===== src/rtl/wb_pkg.sv =====
package wb_pkg;

    localparam int XLEN    = 32;
    localparam int RADDR_W = 5;

    // low two bits of the op width field
    typedef enum logic [1:0] {
        WIDTH_B = 2'b00,
        WIDTH_H = 2'b01,
        WIDTH_W = 2'b10
    } width_e;

    // bit 2 of the op width field, set for lbu/lhu
    localparam int WIDTH_UNS_BIT = 2;

    // returned load word, seen as byte lanes or half lanes
    typedef union packed {
        logic [XLEN/8-1:0][7:0]   b;
        logic [XLEN/16-1:0][15:0] h;
    } load_word_t;

endpackage


===== src/rtl/dcache_rd_port.sv =====
module dcache_rd_port
    import wb_pkg::*;
(
    input  logic            clk,
    input  logic            rst_n,
    input  logic            rd_start_i,
    input  logic [XLEN-1:0] rd_addr_i,
    input  logic            m_arready_i,
    input  logic [XLEN-1:0] m_rdata_i,
    input  logic [1:0]      m_rresp_i,
    input  logic            m_rvalid_i,
    output logic [XLEN-1:0] m_araddr_o,
    output logic            m_arvalid_o,
    output logic            m_rready_o,
    output logic            rd_busy_o,
    output logic [XLEN-1:0] rd_data_o,
    output logic            rd_valid_o,
    output logic            rd_err_o
);

    logic            ar_q;
    logic            r_q;
    logic [XLEN-1:0] addr_q;
    logic            beat;

    always_ff @(posedge clk or negedge rst_n) begin
        if (!rst_n) begin
            ar_q <= 1'b0;
            r_q  <= 1'b0;
        end else begin
            if (rd_start_i) begin
                ar_q <= 1'b1;
            end else if (m_arready_i) begin
                ar_q <= 1'b0;
            end
            if (ar_q && m_arready_i) begin
                r_q <= 1'b1;
            end else if (beat) begin
                r_q <= 1'b0;
            end
        end
    end

    // word aligned, lanes are picked later in wb_stage
    always_ff @(posedge clk) begin
        if (rd_start_i) begin
            addr_q <= {rd_addr_i[XLEN-1:2], 2'b00};
        end
    end

    assign m_araddr_o  = addr_q;
    assign m_arvalid_o = ar_q;
    assign m_rready_o  = r_q;
    assign rd_busy_o   = ar_q || r_q;

    assign beat       = r_q && m_rvalid_i;
    assign rd_data_o  = m_rdata_i;
    assign rd_valid_o = beat && (m_rresp_i == 2'b00);
    assign rd_err_o   = beat && (m_rresp_i != 2'b00);

    a_ar_stable: assert property (@(posedge clk) disable iff (!rst_n)
        m_arvalid_o && !m_arready_i |=> m_arvalid_o && $stable(m_araddr_o));

endmodule


===== src/rtl/mem_wb_reg.sv =====
module mem_wb_reg
    import wb_pkg::*;
(
    input  logic               clk,
    input  logic               rst_n,
    input  logic               take_i,
    input  logic               clear_i,
    input  logic [XLEN-1:0]    op_c_i,
    input  logic [RADDR_W-1:0] op_waddr_i,
    input  logic               op_we_i,
    input  logic               op_load_i,
    input  logic [2:0]         op_width_i,
    output logic [XLEN-1:0]    memwb_op_c_o,
    output logic [RADDR_W-1:0] memwb_waddr_o,
    output logic               memwb_we_o,
    output logic               memwb_load_o,
    output logic [2:0]         memwb_width_o,
    output logic               memwb_valid_o
);

    logic we_q;
    logic valid_q;

    // occupancy, take wins over clear when a new op replaces a retiring one
    always_ff @(posedge clk or negedge rst_n) begin
        if (!rst_n) begin
            valid_q <= 1'b0;
        end else if (take_i) begin
            valid_q <= 1'b1;
        end else if (clear_i) begin
            valid_q <= 1'b0;
        end
    end

    always_ff @(posedge clk) begin
        if (take_i) begin
            memwb_op_c_o  <= op_c_i;
            memwb_waddr_o <= op_waddr_i;
            we_q          <= op_we_i;
            memwb_load_o  <= op_load_i;
            memwb_width_o <= op_width_i;
        end
    end

    assign memwb_we_o    = we_q && valid_q;
    assign memwb_valid_o = valid_q;

endmodule


===== src/rtl/rd_wait_timer.sv =====
module rd_wait_timer #(
    parameter int TIMEOUT = 16
) (
    input  logic clk,
    input  logic rst_n,
    input  logic rd_busy_i,
    output logic rd_slow_o
);

    localparam int CNT_W = $clog2(TIMEOUT + 2);

    logic [CNT_W-1:0] cnt_q;

    // stops one past TIMEOUT so the flag fires once per read
    always_ff @(posedge clk or negedge rst_n) begin
        if (!rst_n) begin
            cnt_q <= '0;
        end else if (!rd_busy_i) begin
            cnt_q <= '0;
        end else if (cnt_q <= CNT_W'(TIMEOUT)) begin
            cnt_q <= cnt_q + 1'b1;
        end
    end

    assign rd_slow_o = rd_busy_i && (cnt_q == CNT_W'(TIMEOUT));

endmodule


===== src/rtl/wb_flow_ctrl.sv =====
module wb_flow_ctrl (
    input  logic clk,
    input  logic rst_n,
    input  logic op_valid_i,
    input  logic op_load_i,
    input  logic stall_i,
    input  logic memwb_valid_i,
    input  logic memwb_load_i,
    input  logic rd_valid_i,
    input  logic rd_err_i,
    output logic op_ready_o,
    output logic take_o,
    output logic clear_o,
    output logic rd_start_o,
    output logic bk_wb_o,
    output logic flush_wb_o,
    output logic load_err_o
);

    typedef enum logic [1:0] {
        EMPTY     = 2'd0,
        HOLD_ALU  = 2'd1,
        WAIT_RD   = 2'd2,
        HOLD_LOAD = 2'd3
    } state_e;

    state_e state_q;
    state_e state_d;
    logic   run_q;
    logic   retire;

    always_ff @(posedge clk or negedge rst_n) begin
        if (!rst_n) begin
            state_q <= EMPTY;
            run_q   <= 1'b0;
        end else begin
            state_q <= state_d;
            run_q   <= 1'b1;
        end
    end

    // held op is written this cycle unless the front end stalls
    assign retire     = (state_q == HOLD_ALU || state_q == HOLD_LOAD) && !stall_i;
    assign op_ready_o = run_q && (!memwb_valid_i || retire);
    assign take_o     = op_valid_i && op_ready_o;
    assign rd_start_o = take_o && op_load_i;

    assign bk_wb_o    = stall_i;
    assign flush_wb_o = rd_err_i;
    assign load_err_o = rd_err_i;

    always_comb begin
        state_d = state_q;
        clear_o = 1'b0;
        case (state_q)
            EMPTY, HOLD_ALU, HOLD_LOAD: begin
                if (take_o) begin
                    state_d = op_load_i ? WAIT_RD : HOLD_ALU;
                end else if (retire) begin
                    state_d = EMPTY;
                    clear_o = 1'b1;
                end
            end
            WAIT_RD: begin
                if (rd_err_i) begin
                    state_d = EMPTY;
                    clear_o = 1'b1;
                end else if (rd_valid_i) begin
                    // word goes to the keep buffer if stalled
                    state_d = stall_i ? HOLD_LOAD : EMPTY;
                    clear_o = !stall_i;
                end
            end
            default: state_d = EMPTY;
        endcase
    end

    a_no_start_in_wait: assert property (@(posedge clk) disable iff (!rst_n)
        state_q == WAIT_RD |-> !rd_start_o && !op_ready_o);

    // the register must still hold the load while its read is out
    a_wait_holds_load: assert property (@(posedge clk) disable iff (!rst_n)
        state_q == WAIT_RD |-> memwb_valid_i && memwb_load_i);

endmodule


===== src/rtl/wb_stage.sv =====
module wb_stage
    import wb_pkg::*;
(
    input  logic               clk,
    input  logic               rst_n,
    input  logic [XLEN-1:0]    memwb_op_c_i,
    input  logic [RADDR_W-1:0] memwb_waddr_i,
    input  logic               memwb_we_i,
    input  logic               memwb_load_i,
    input  logic [2:0]         memwb_width_i,
    input  logic [XLEN-1:0]    rd_data_i,
    input  logic               rd_valid_i,
    input  logic               bk_wb_i,
    input  logic               flush_wb_i,
    output logic [XLEN-1:0]    wb_data_o,
    output logic [RADDR_W-1:0] wb_waddr_o,
    output logic               wb_we_o
);

    load_word_t      buf_q;
    logic            buf_full_q;
    load_word_t      word;
    logic [1:0]      lane;
    logic            sext;
    logic [XLEN-1:0] load_val;
    logic            load_done;

    // keep takes priority over flush
    always_ff @(posedge clk or negedge rst_n) begin
        if (!rst_n) begin
            buf_full_q <= 1'b0;
        end else if (bk_wb_i && rd_valid_i) begin
            buf_full_q <= 1'b1;
        end else if (flush_wb_i || !bk_wb_i) begin
            buf_full_q <= 1'b0;
        end
    end

    always_ff @(posedge clk) begin
        if (bk_wb_i && rd_valid_i) begin
            buf_q <= rd_data_i;
        end
    end

    assign lane = memwb_op_c_i[1:0];
    assign sext = !memwb_width_i[WIDTH_UNS_BIT];

    always_comb begin
        word = buf_full_q ? buf_q : rd_data_i;
        case (width_e'(memwb_width_i[1:0]))
            WIDTH_B: load_val = {{(XLEN-8){sext && word.b[lane][7]}}, word.b[lane]};
            WIDTH_H: load_val = {{(XLEN-16){sext && word.h[lane[1]][15]}}, word.h[lane[1]]};
            default: load_val = word;
        endcase
    end

    // a load writes on its live beat or from the buffer after the stall
    assign load_done = rd_valid_i || buf_full_q;

    assign wb_data_o  = memwb_load_i ? load_val : memwb_op_c_i;
    assign wb_waddr_o = memwb_waddr_i;
    assign wb_we_o    = memwb_we_i && !bk_wb_i && !flush_wb_i
                        && (!memwb_load_i || load_done);

endmodule


===== src/rtl/wb_subsys_top.sv =====
module wb_subsys_top
    import wb_pkg::*;
#(
    parameter int TIMEOUT = 16
) (
    input  logic               clk,
    input  logic               rst_n,
    input  logic               op_valid_i,
    output logic               op_ready_o,
    input  logic [XLEN-1:0]    op_c_i,
    input  logic [RADDR_W-1:0] op_waddr_i,
    input  logic               op_we_i,
    input  logic               op_load_i,
    input  logic [2:0]         op_width_i,
    output logic [XLEN-1:0]    m_araddr_o,
    output logic               m_arvalid_o,
    input  logic               m_arready_i,
    input  logic [XLEN-1:0]    m_rdata_i,
    input  logic [1:0]         m_rresp_i,
    input  logic               m_rvalid_i,
    output logic               m_rready_o,
    output logic               wb_we_o,
    output logic [RADDR_W-1:0] wb_waddr_o,
    output logic [XLEN-1:0]    wb_data_o,
    output logic               load_err_o,
    output logic               rd_slow_o,
    input  logic               stall_i
);

    logic               take;
    logic               clear;
    logic               rd_start;
    logic               bk_wb;
    logic               flush_wb;
    logic [XLEN-1:0]    memwb_op_c;
    logic [RADDR_W-1:0] memwb_waddr;
    logic               memwb_we;
    logic               memwb_load;
    logic [2:0]         memwb_width;
    logic               memwb_valid;
    logic [XLEN-1:0]    rd_data;
    logic               rd_valid;
    logic               rd_err;
    logic               rd_busy;

    mem_wb_reg u_mem_wb_reg (
        .clk           (clk),
        .rst_n         (rst_n),
        .take_i        (take),
        .clear_i       (clear),
        .op_c_i        (op_c_i),
        .op_waddr_i    (op_waddr_i),
        .op_we_i       (op_we_i),
        .op_load_i     (op_load_i),
        .op_width_i    (op_width_i),
        .memwb_op_c_o  (memwb_op_c),
        .memwb_waddr_o (memwb_waddr),
        .memwb_we_o    (memwb_we),
        .memwb_load_o  (memwb_load),
        .memwb_width_o (memwb_width),
        .memwb_valid_o (memwb_valid)
    );

    wb_flow_ctrl u_wb_flow_ctrl (
        .clk           (clk),
        .rst_n         (rst_n),
        .op_valid_i    (op_valid_i),
        .op_load_i     (op_load_i),
        .stall_i       (stall_i),
        .memwb_valid_i (memwb_valid),
        .memwb_load_i  (memwb_load),
        .rd_valid_i    (rd_valid),
        .rd_err_i      (rd_err),
        .op_ready_o    (op_ready_o),
        .take_o        (take),
        .clear_o       (clear),
        .rd_start_o    (rd_start),
        .bk_wb_o       (bk_wb),
        .flush_wb_o    (flush_wb),
        .load_err_o    (load_err_o)
    );

    rd_wait_timer #(
        .TIMEOUT (TIMEOUT)
    ) u_rd_wait_timer (
        .clk       (clk),
        .rst_n     (rst_n),
        .rd_busy_i (rd_busy),
        .rd_slow_o (rd_slow_o)
    );

    dcache_rd_port u_dcache_rd_port (
        .clk         (clk),
        .rst_n       (rst_n),
        .rd_start_i  (rd_start),
        .rd_addr_i   (op_c_i),
        .m_arready_i (m_arready_i),
        .m_rdata_i   (m_rdata_i),
        .m_rresp_i   (m_rresp_i),
        .m_rvalid_i  (m_rvalid_i),
        .m_araddr_o  (m_araddr_o),
        .m_arvalid_o (m_arvalid_o),
        .m_rready_o  (m_rready_o),
        .rd_busy_o   (rd_busy),
        .rd_data_o   (rd_data),
        .rd_valid_o  (rd_valid),
        .rd_err_o    (rd_err)
    );

    wb_stage u_wb_stage (
        .clk           (clk),
        .rst_n         (rst_n),
        .memwb_op_c_i  (memwb_op_c),
        .memwb_waddr_i (memwb_waddr),
        .memwb_we_i    (memwb_we),
        .memwb_load_i  (memwb_load),
        .memwb_width_i (memwb_width),
        .rd_data_i     (rd_data),
        .rd_valid_i    (rd_valid),
        .bk_wb_i       (bk_wb),
        .flush_wb_i    (flush_wb),
        .wb_data_o     (wb_data_o),
        .wb_waddr_o    (wb_waddr_o),
        .wb_we_o       (wb_we_o)
    );

endmodule


===== config.mk =====
export PLATFORM = sky130hd
export DESIGN_NAME = wb_subsys_top
export DESIGN_NICKNAME = d
export VERILOG_FILES = /design/src/rtl/wb_pkg.sv /design/src/rtl/dcache_rd_port.sv /design/src/rtl/mem_wb_reg.sv /design/src/rtl/rd_wait_timer.sv /design/src/rtl/wb_flow_ctrl.sv /design/src/rtl/wb_stage.sv /design/src/rtl/wb_subsys_top.sv
export SDC_FILE = /design/constraint.sdc
export NUM_CORES = 1
export LEC_CHECK = 0
export BUFFER_PORTS_ARGS = -buffer_cell sky130_fd_sc_hd__clkbuf_2
export CAP_MARGIN = 20
export CORE_ASPECT_RATIO = 0.7
export CORE_MARGIN = 10
export CORE_UTILIZATION = 56
export CTS_CLUSTER_DIAMETER = 50
export DETAILED_ROUTE_END_ITERATION = 12
export GPL_TIMING_DRIVEN = 1
export PLACE_DENSITY = 0.85
export SYNTH_ARGS = -nofsm -noshare
export SYNTH_HDL_FRONTEND = slang
export SYNTH_SLANG_ARGS = --single-unit

===== constraint.sdc =====
create_clock -name clk -period 6.6 [get_ports clk]
set_input_delay 0.66 -clock clk [delete_from_list [all_inputs] [get_ports clk]]
set_output_delay 0.66 -clock clk [all_outputs]
set_load 0.1 [all_outputs]

==> results_tabular.tex <==
\begin{tabular}{lr}
\hline
Metric & Value \\
\hline
\multicolumn{2}{l}{\textbf{Run status}} \\
\quad Status & finished clean \\
\multicolumn{2}{l}{\textbf{STA}} \\
\quad Max Clk Rate & 264.7 MHz \\
\quad Worst-case setup margin in the final layout & 2.822 ns \\
\quad Final count of negative-setup-slack endpoints & 0 \\
\quad Slew at the pin closest to its max-slew limit & 0.9992 ns \\
\quad Minimum hold slack & 0.1427 ns \\
\quad Max Clock Skew & 0.009340 ns \\
\quad Unrepaired setup endpoints after global routing & no \\
\quad Total count of max-transition violations in the final report & 0 \\
\quad Share of the clock period used by the worst path & 57.24\% \\
\quad Final Hold Fails & 0 \\
\quad Minimum clock period after layout & 3.778 ns \\
\quad Slew headroom & 33.29\% \\
\quad Setup total negative slack & 0 ns \\
\multicolumn{2}{l}{\textbf{Cells and area}} \\
\quad Post-route cell area & 6873 µm² \\
\quad Cell Count, Final, Fillers Out & 700 \\
\quad Post-synthesis to final-layout area growth & 27.57\% \\
\quad Final core occ & 74.57\% \\
\quad Number of diodes & 0 \\
\quad Layout cells sized above 1 & 35.76\% \\
\quad Total Nets Final & 647 \\
\multicolumn{2}{l}{\textbf{Global routing}} \\
\quad Initial antenna violation count & 0 \\
\quad Wire length of the first global-routing pass & 22180 µm \\
\quad Gr usage total & 20.60\% \\
\quad Largest net degree at the start of global routing & 44 \\
\quad Vias in the first global route & 4159 \\
\quad Total grt overflow & 0 \\
\multicolumn{2}{l}{\textbf{Yosys}} \\
\quad Multiplexer share of the synthesized area & 12.96\% \\
\quad Count of state elements after synthesis & 116 \\
\quad Adder-Cell Fraction of Synth Area & 0.4645\% \\
\quad Number of enable-type register cells in the synthesized netlist & 104 \\
\quad Cell count after synthesis & 408 \\
\quad Commonest cells in the synthesized netlist & sky130\_fd\_sc\_hd\_\_edfxtp\_1, sky130\_fd\_sc\_hd\_\_mux2i\_1, sky130\_fd\_sc\_hd\_\_nor2\_1 \\
\quad Share of the synthesized area in compound gates (AO/OA/AOI/OAI) & 9.754\% \\
\quad Commonest register cell after synthesis & sky130\_fd\_sc\_hd\_\_edfxtp\_1 \\
\quad Cell area after synthesis & 5388 µm² \\
\quad Synth area leaders & sky130\_fd\_sc\_hd\_\_edfxtp\_1, sky130\_fd\_sc\_hd\_\_mux2i\_1, sky130\_fd\_sc\_hd\_\_dfrtp\_1 \\
\quad Largest area contributor in the netlist & sky130\_fd\_sc\_hd\_\_edfxtp\_1 \\
\quad Number of distinct library cells after synthesis & 43 \\
\quad Post-Syn Area per Cell & 13.21 µm² \\
\quad Post-Synth XOR/XNOR Area & 0.3251\% \\
\quad Syn. warnings & 0 \\
\quad Portion of the post-synthesis area used by sequential elements & 63.54\% \\
\quad Yosys top cell area share & 57.97\% \\
\quad Proportion of register bits with asynchronous set or reset after synthesis & 10.34\% \\
\quad Largest family of logic cells by synthesized area & multiplexers \\
\quad Synth Area in Simple Gates & 9.707\% \\
\quad Most repeated cell in the gate-level netlist after synthesis & sky130\_fd\_sc\_hd\_\_edfxtp\_1 \\
\multicolumn{2}{l}{\textbf{Floorplanning}} \\
\quad Total core area & 9216 µm² \\
\quad Starting density of the core & 58.46\% \\
\quad I/O pin count & 157 \\
\quad Total number of placement rows & 29 \\
\quad X dimension of the die & 137.2 µm \\
\quad Vert. Die Dim & 102.1 µm \\
\quad Area enclosed by the die boundary & 14010 µm² \\
\multicolumn{2}{l}{\textbf{Placed design}} \\
\quad Post-DP HPWL & 10590 µm \\
\quad Weighted congestion reported at the end of routability-driven placement & 0.8775 \\
\quad Buffers on Ports & 154 \\
\quad Instance area after placement & 6228 µm² \\
\quad Cell total after placement & 667 \\
\quad Worst setup slack before clock tree synthesis & 3.188 ns \\
\multicolumn{2}{l}{\textbf{Pwr}} \\
\quad Peak supply drop & 0.2212 mV \\
\quad Power density relative to cell area & 359.1 nW/µm² \\
\quad PnR Total Power & 2.468 mW \\
\quad Static leakage & 2.787 nW \\
\multicolumn{2}{l}{\textbf{Clocking}} \\
\quad Clock latency on the worst-skew pair & 0.40 ns \\
\quad Cts-stage hold buffer count & 0 \\
\quad Number of sinks driven by the clock tree & 116 \\
\quad CTS tree & yes \\
\quad CTS H-Tree Depth & 4 \\
\quad Number of post-CTS setup repair buffers & 0 \\
\quad CTS-repair resized insts & 0 \\
\quad Cell at the root of the clock tree & sky130\_fd\_sc\_hd\_\_clkbuf\_16 \\
\quad Cts bufs inserted & 17 \\
\quad Clock Path Buffers & 2 \\
\quad Post-CTS clock slew at the launch and capture registers of the worst setup and hold paths & 0.05 ns \\
\multicolumn{2}{l}{\textbf{Setup path}} \\
\quad Worst Setup Path Type & flop to output port \\
\quad Highest cell delay on the worst timing path & 0.75 ns \\
\quad Critical path buffers and inverters & 2 \\
\quad List of cells traversed by the critical path & buf\_4, mux4\_1, mux2i\_1, nor3\_1, o22a\_1, clkbuf\_2 \\
\quad Maximum fanout along the worst path & 36 \\
\quad Required arrival time at the worst endpoint & 5.94 ns \\
\quad Reg-to-reg slack, setup & 3.56 ns \\
\quad Startpoint class of the critical path & flop \\
\quad Highest-delay cell along the critical path & sky130\_fd\_sc\_hd\_\_dfrtp\_2 \\
\quad Worst reg2reg path endpoint & u\_dcache\_rd\_port.m\_araddr\_o[7]\$\_DFFE\_PP\_ \\
\quad Signal arrival time at the worst endpoint & 3.12 ns \\
\quad R2R depth & 6 \\
\quad Critical register-to-register path startpoint & u\_wb\_flow\_ctrl.state\_q[0]\$\_DFFE\_PN0P\_ \\
\quad Largest delay contributor family on the critical path & buffers and inverters \\
\quad Kind of end point of the critical path & output port \\
\multicolumn{2}{l}{\textbf{Hold path}} \\
\quad Min-delay worst type & input port to async pin \\
\multicolumn{2}{l}{\textbf{Detailed routing}} \\
\quad Pre-antenna DRT Iters & 5 \\
\quad Mean number of vias per cell & 5.821 \\
\quad Initial DRC count & 441 \\
\quad Number of routed nets with antenna violations & 0 \\
\quad Post-route DRC & 0 \\
\quad Vias post-DR & 4075 \\
\quad Final wirelength & 14730 µm \\
\quad WL/cell & 21.04 µm \\
\multicolumn{2}{l}{\textbf{Run}} \\
\quad Total of max-cap violations & 0 \\
\hline
\end{tabular}
==> cell type report <==
| cell class | instances | area [µm²] |
|---|---|---|
| clock buffer | 19 | 432.9 |
| clock inverter | 13 | 183.9 |
| inverter | 11 | 41.29 |
| tap | 124 | 155.1 |
| fill | 627 | 2344 |
| multi-input combinational | 258 | 1805 |
| sequential | 116 | 3426 |
| timing repair buffer | 159 | 828.3 |
==> report_power, final <==
part           internal, mW  switching [mW]
combinational         0.123           0.501
clock                 0.631           0.321
sequential            0.858          0.0344
==> state kept, by name, indices dropped and copies added, names as in the netlist <==
| register | count |
|---|---|
| u_mem_wb_reg.memwb_op_c_o | 32 |
| u_wb_stage.buf_q | 32 |
| u_dcache_rd_port.m_araddr_o | 30 |
| u_mem_wb_reg.memwb_waddr_o | 5 |
| u_rd_wait_timer.cnt_q | 5 |
| u_mem_wb_reg.memwb_width_o | 3 |
| u_wb_flow_ctrl.state_q | 2 |
| u_dcache_rd_port.m_arvalid_o | 1 |
| u_dcache_rd_port.m_rready_o | 1 |
| u_mem_wb_reg.memwb_load_o | 1 |
| u_mem_wb_reg.memwb_valid_o | 1 |
| u_mem_wb_reg.we_q | 1 |
| u_wb_flow_ctrl.run_q | 1 |
| u_wb_stage.buf_full_q | 1 |
==> kinds of logic after synthesis <==
group                      count (synthesis)
DFF                                      116
and+or+nand+nor                          112
AOI/OAI and AO/OA                         78
muxes                                     61
buffers and inverters                     35
adders and majority gates                  2
other                                      2
xor gates and xnor gates                   2
==> worst reg2reg max path: stages (launching register included) <==
cell and delay [ns]:
sky130_fd_sc_hd__dfrtp_1 0.38, sky130_fd_sc_hd__nor2b_1 0.15, sky130_fd_sc_hd__o211ai_1 0.20, sky130_fd_sc_hd__inv_2 0.80
sky130_fd_sc_hd__nand2_1 0.29, sky130_fd_sc_hd__inv_1 0.53, sky130_fd_sc_hd__buf_4 0.38
==> cell usage in the layout (no fill, tap or decap), types with 3 or more instances in the layout <==
master,n
sky130_fd_sc_hd__o21ai_0,11
sky130_fd_sc_hd__mux2i_1,48
sky130_fd_sc_hd__bufinv_16,4
sky130_fd_sc_hd__mux2_2,8
sky130_fd_sc_hd__a221o_1,5
sky130_fd_sc_hd__nor3_1,5
sky130_fd_sc_hd__clkinvlp_4,3
sky130_fd_sc_hd__buf_4,4
sky130_fd_sc_hd__nand3_1,10
sky130_fd_sc_hd__a211oi_1,6
sky130_fd_sc_hd__dfrtp_1,10
sky130_fd_sc_hd__nor2_1,34
sky130_fd_sc_hd__mux4_1,4
sky130_fd_sc_hd__conb_1,3
sky130_fd_sc_hd__o22ai_1,8
sky130_fd_sc_hd__nand2_1,32
sky130_fd_sc_hd__a221oi_1,5
sky130_fd_sc_hd__nand2b_1,8
sky130_fd_sc_hd__clkinv_2,3
sky130_fd_sc_hd__a21oi_1,30
sky130_fd_sc_hd__clkbuf_16,17
sky130_fd_sc_hd__edfxtp_1,104
sky130_fd_sc_hd__and2_1,11
sky130_fd_sc_hd__nand3b_1,3
sky130_fd_sc_hd__clkbuf_2,154
sky130_fd_sc_hd__inv_1,10
==> metal layers <==
| layer | up-vias | routed length, µm | global-route usage (%) |
|---|---|---|---|
| met1 | 1977 | 6092 | 26.96 |
| met4 | 0 | 129 | 5.250 |
| met5 | - | 0 | 0 |
| met2 | 217 | 6757 | 31.62 |
| met3 | 16 | 1750 | 8.088 |
| li1 | 1865 | - | - |
==> worst max path at each step <==
stage | startpoint | endpoint | slack, ns | depth (start not counted)
2_1_floorplan | m_rresp_i[1] | wb_we_o | 0.11 | 3
6_report | u_wb_stage.buf_full_q$_DFFE_PN0P_ | wb_data_o[3] | 2.82 | 6
3_3_place_gp | u_wb_stage.buf_full_q$_DFFE_PN0P_ | wb_data_o[3] | 3.30 | 6
4_1_cts | u_wb_stage.buf_full_q$_DFFE_PN0P_ | wb_data_o[3] | 2.82 | 6
3_5_place_dp | stall_i | u_dcache_rd_port.m_araddr_o[14]$_DFFE_PP_ | 3.19 | 7
5_1_grt | u_wb_stage.buf_full_q$_DFFE_PN0P_ | wb_data_o[3] | 2.67 | 6
(Power assumes the default switching activity.)
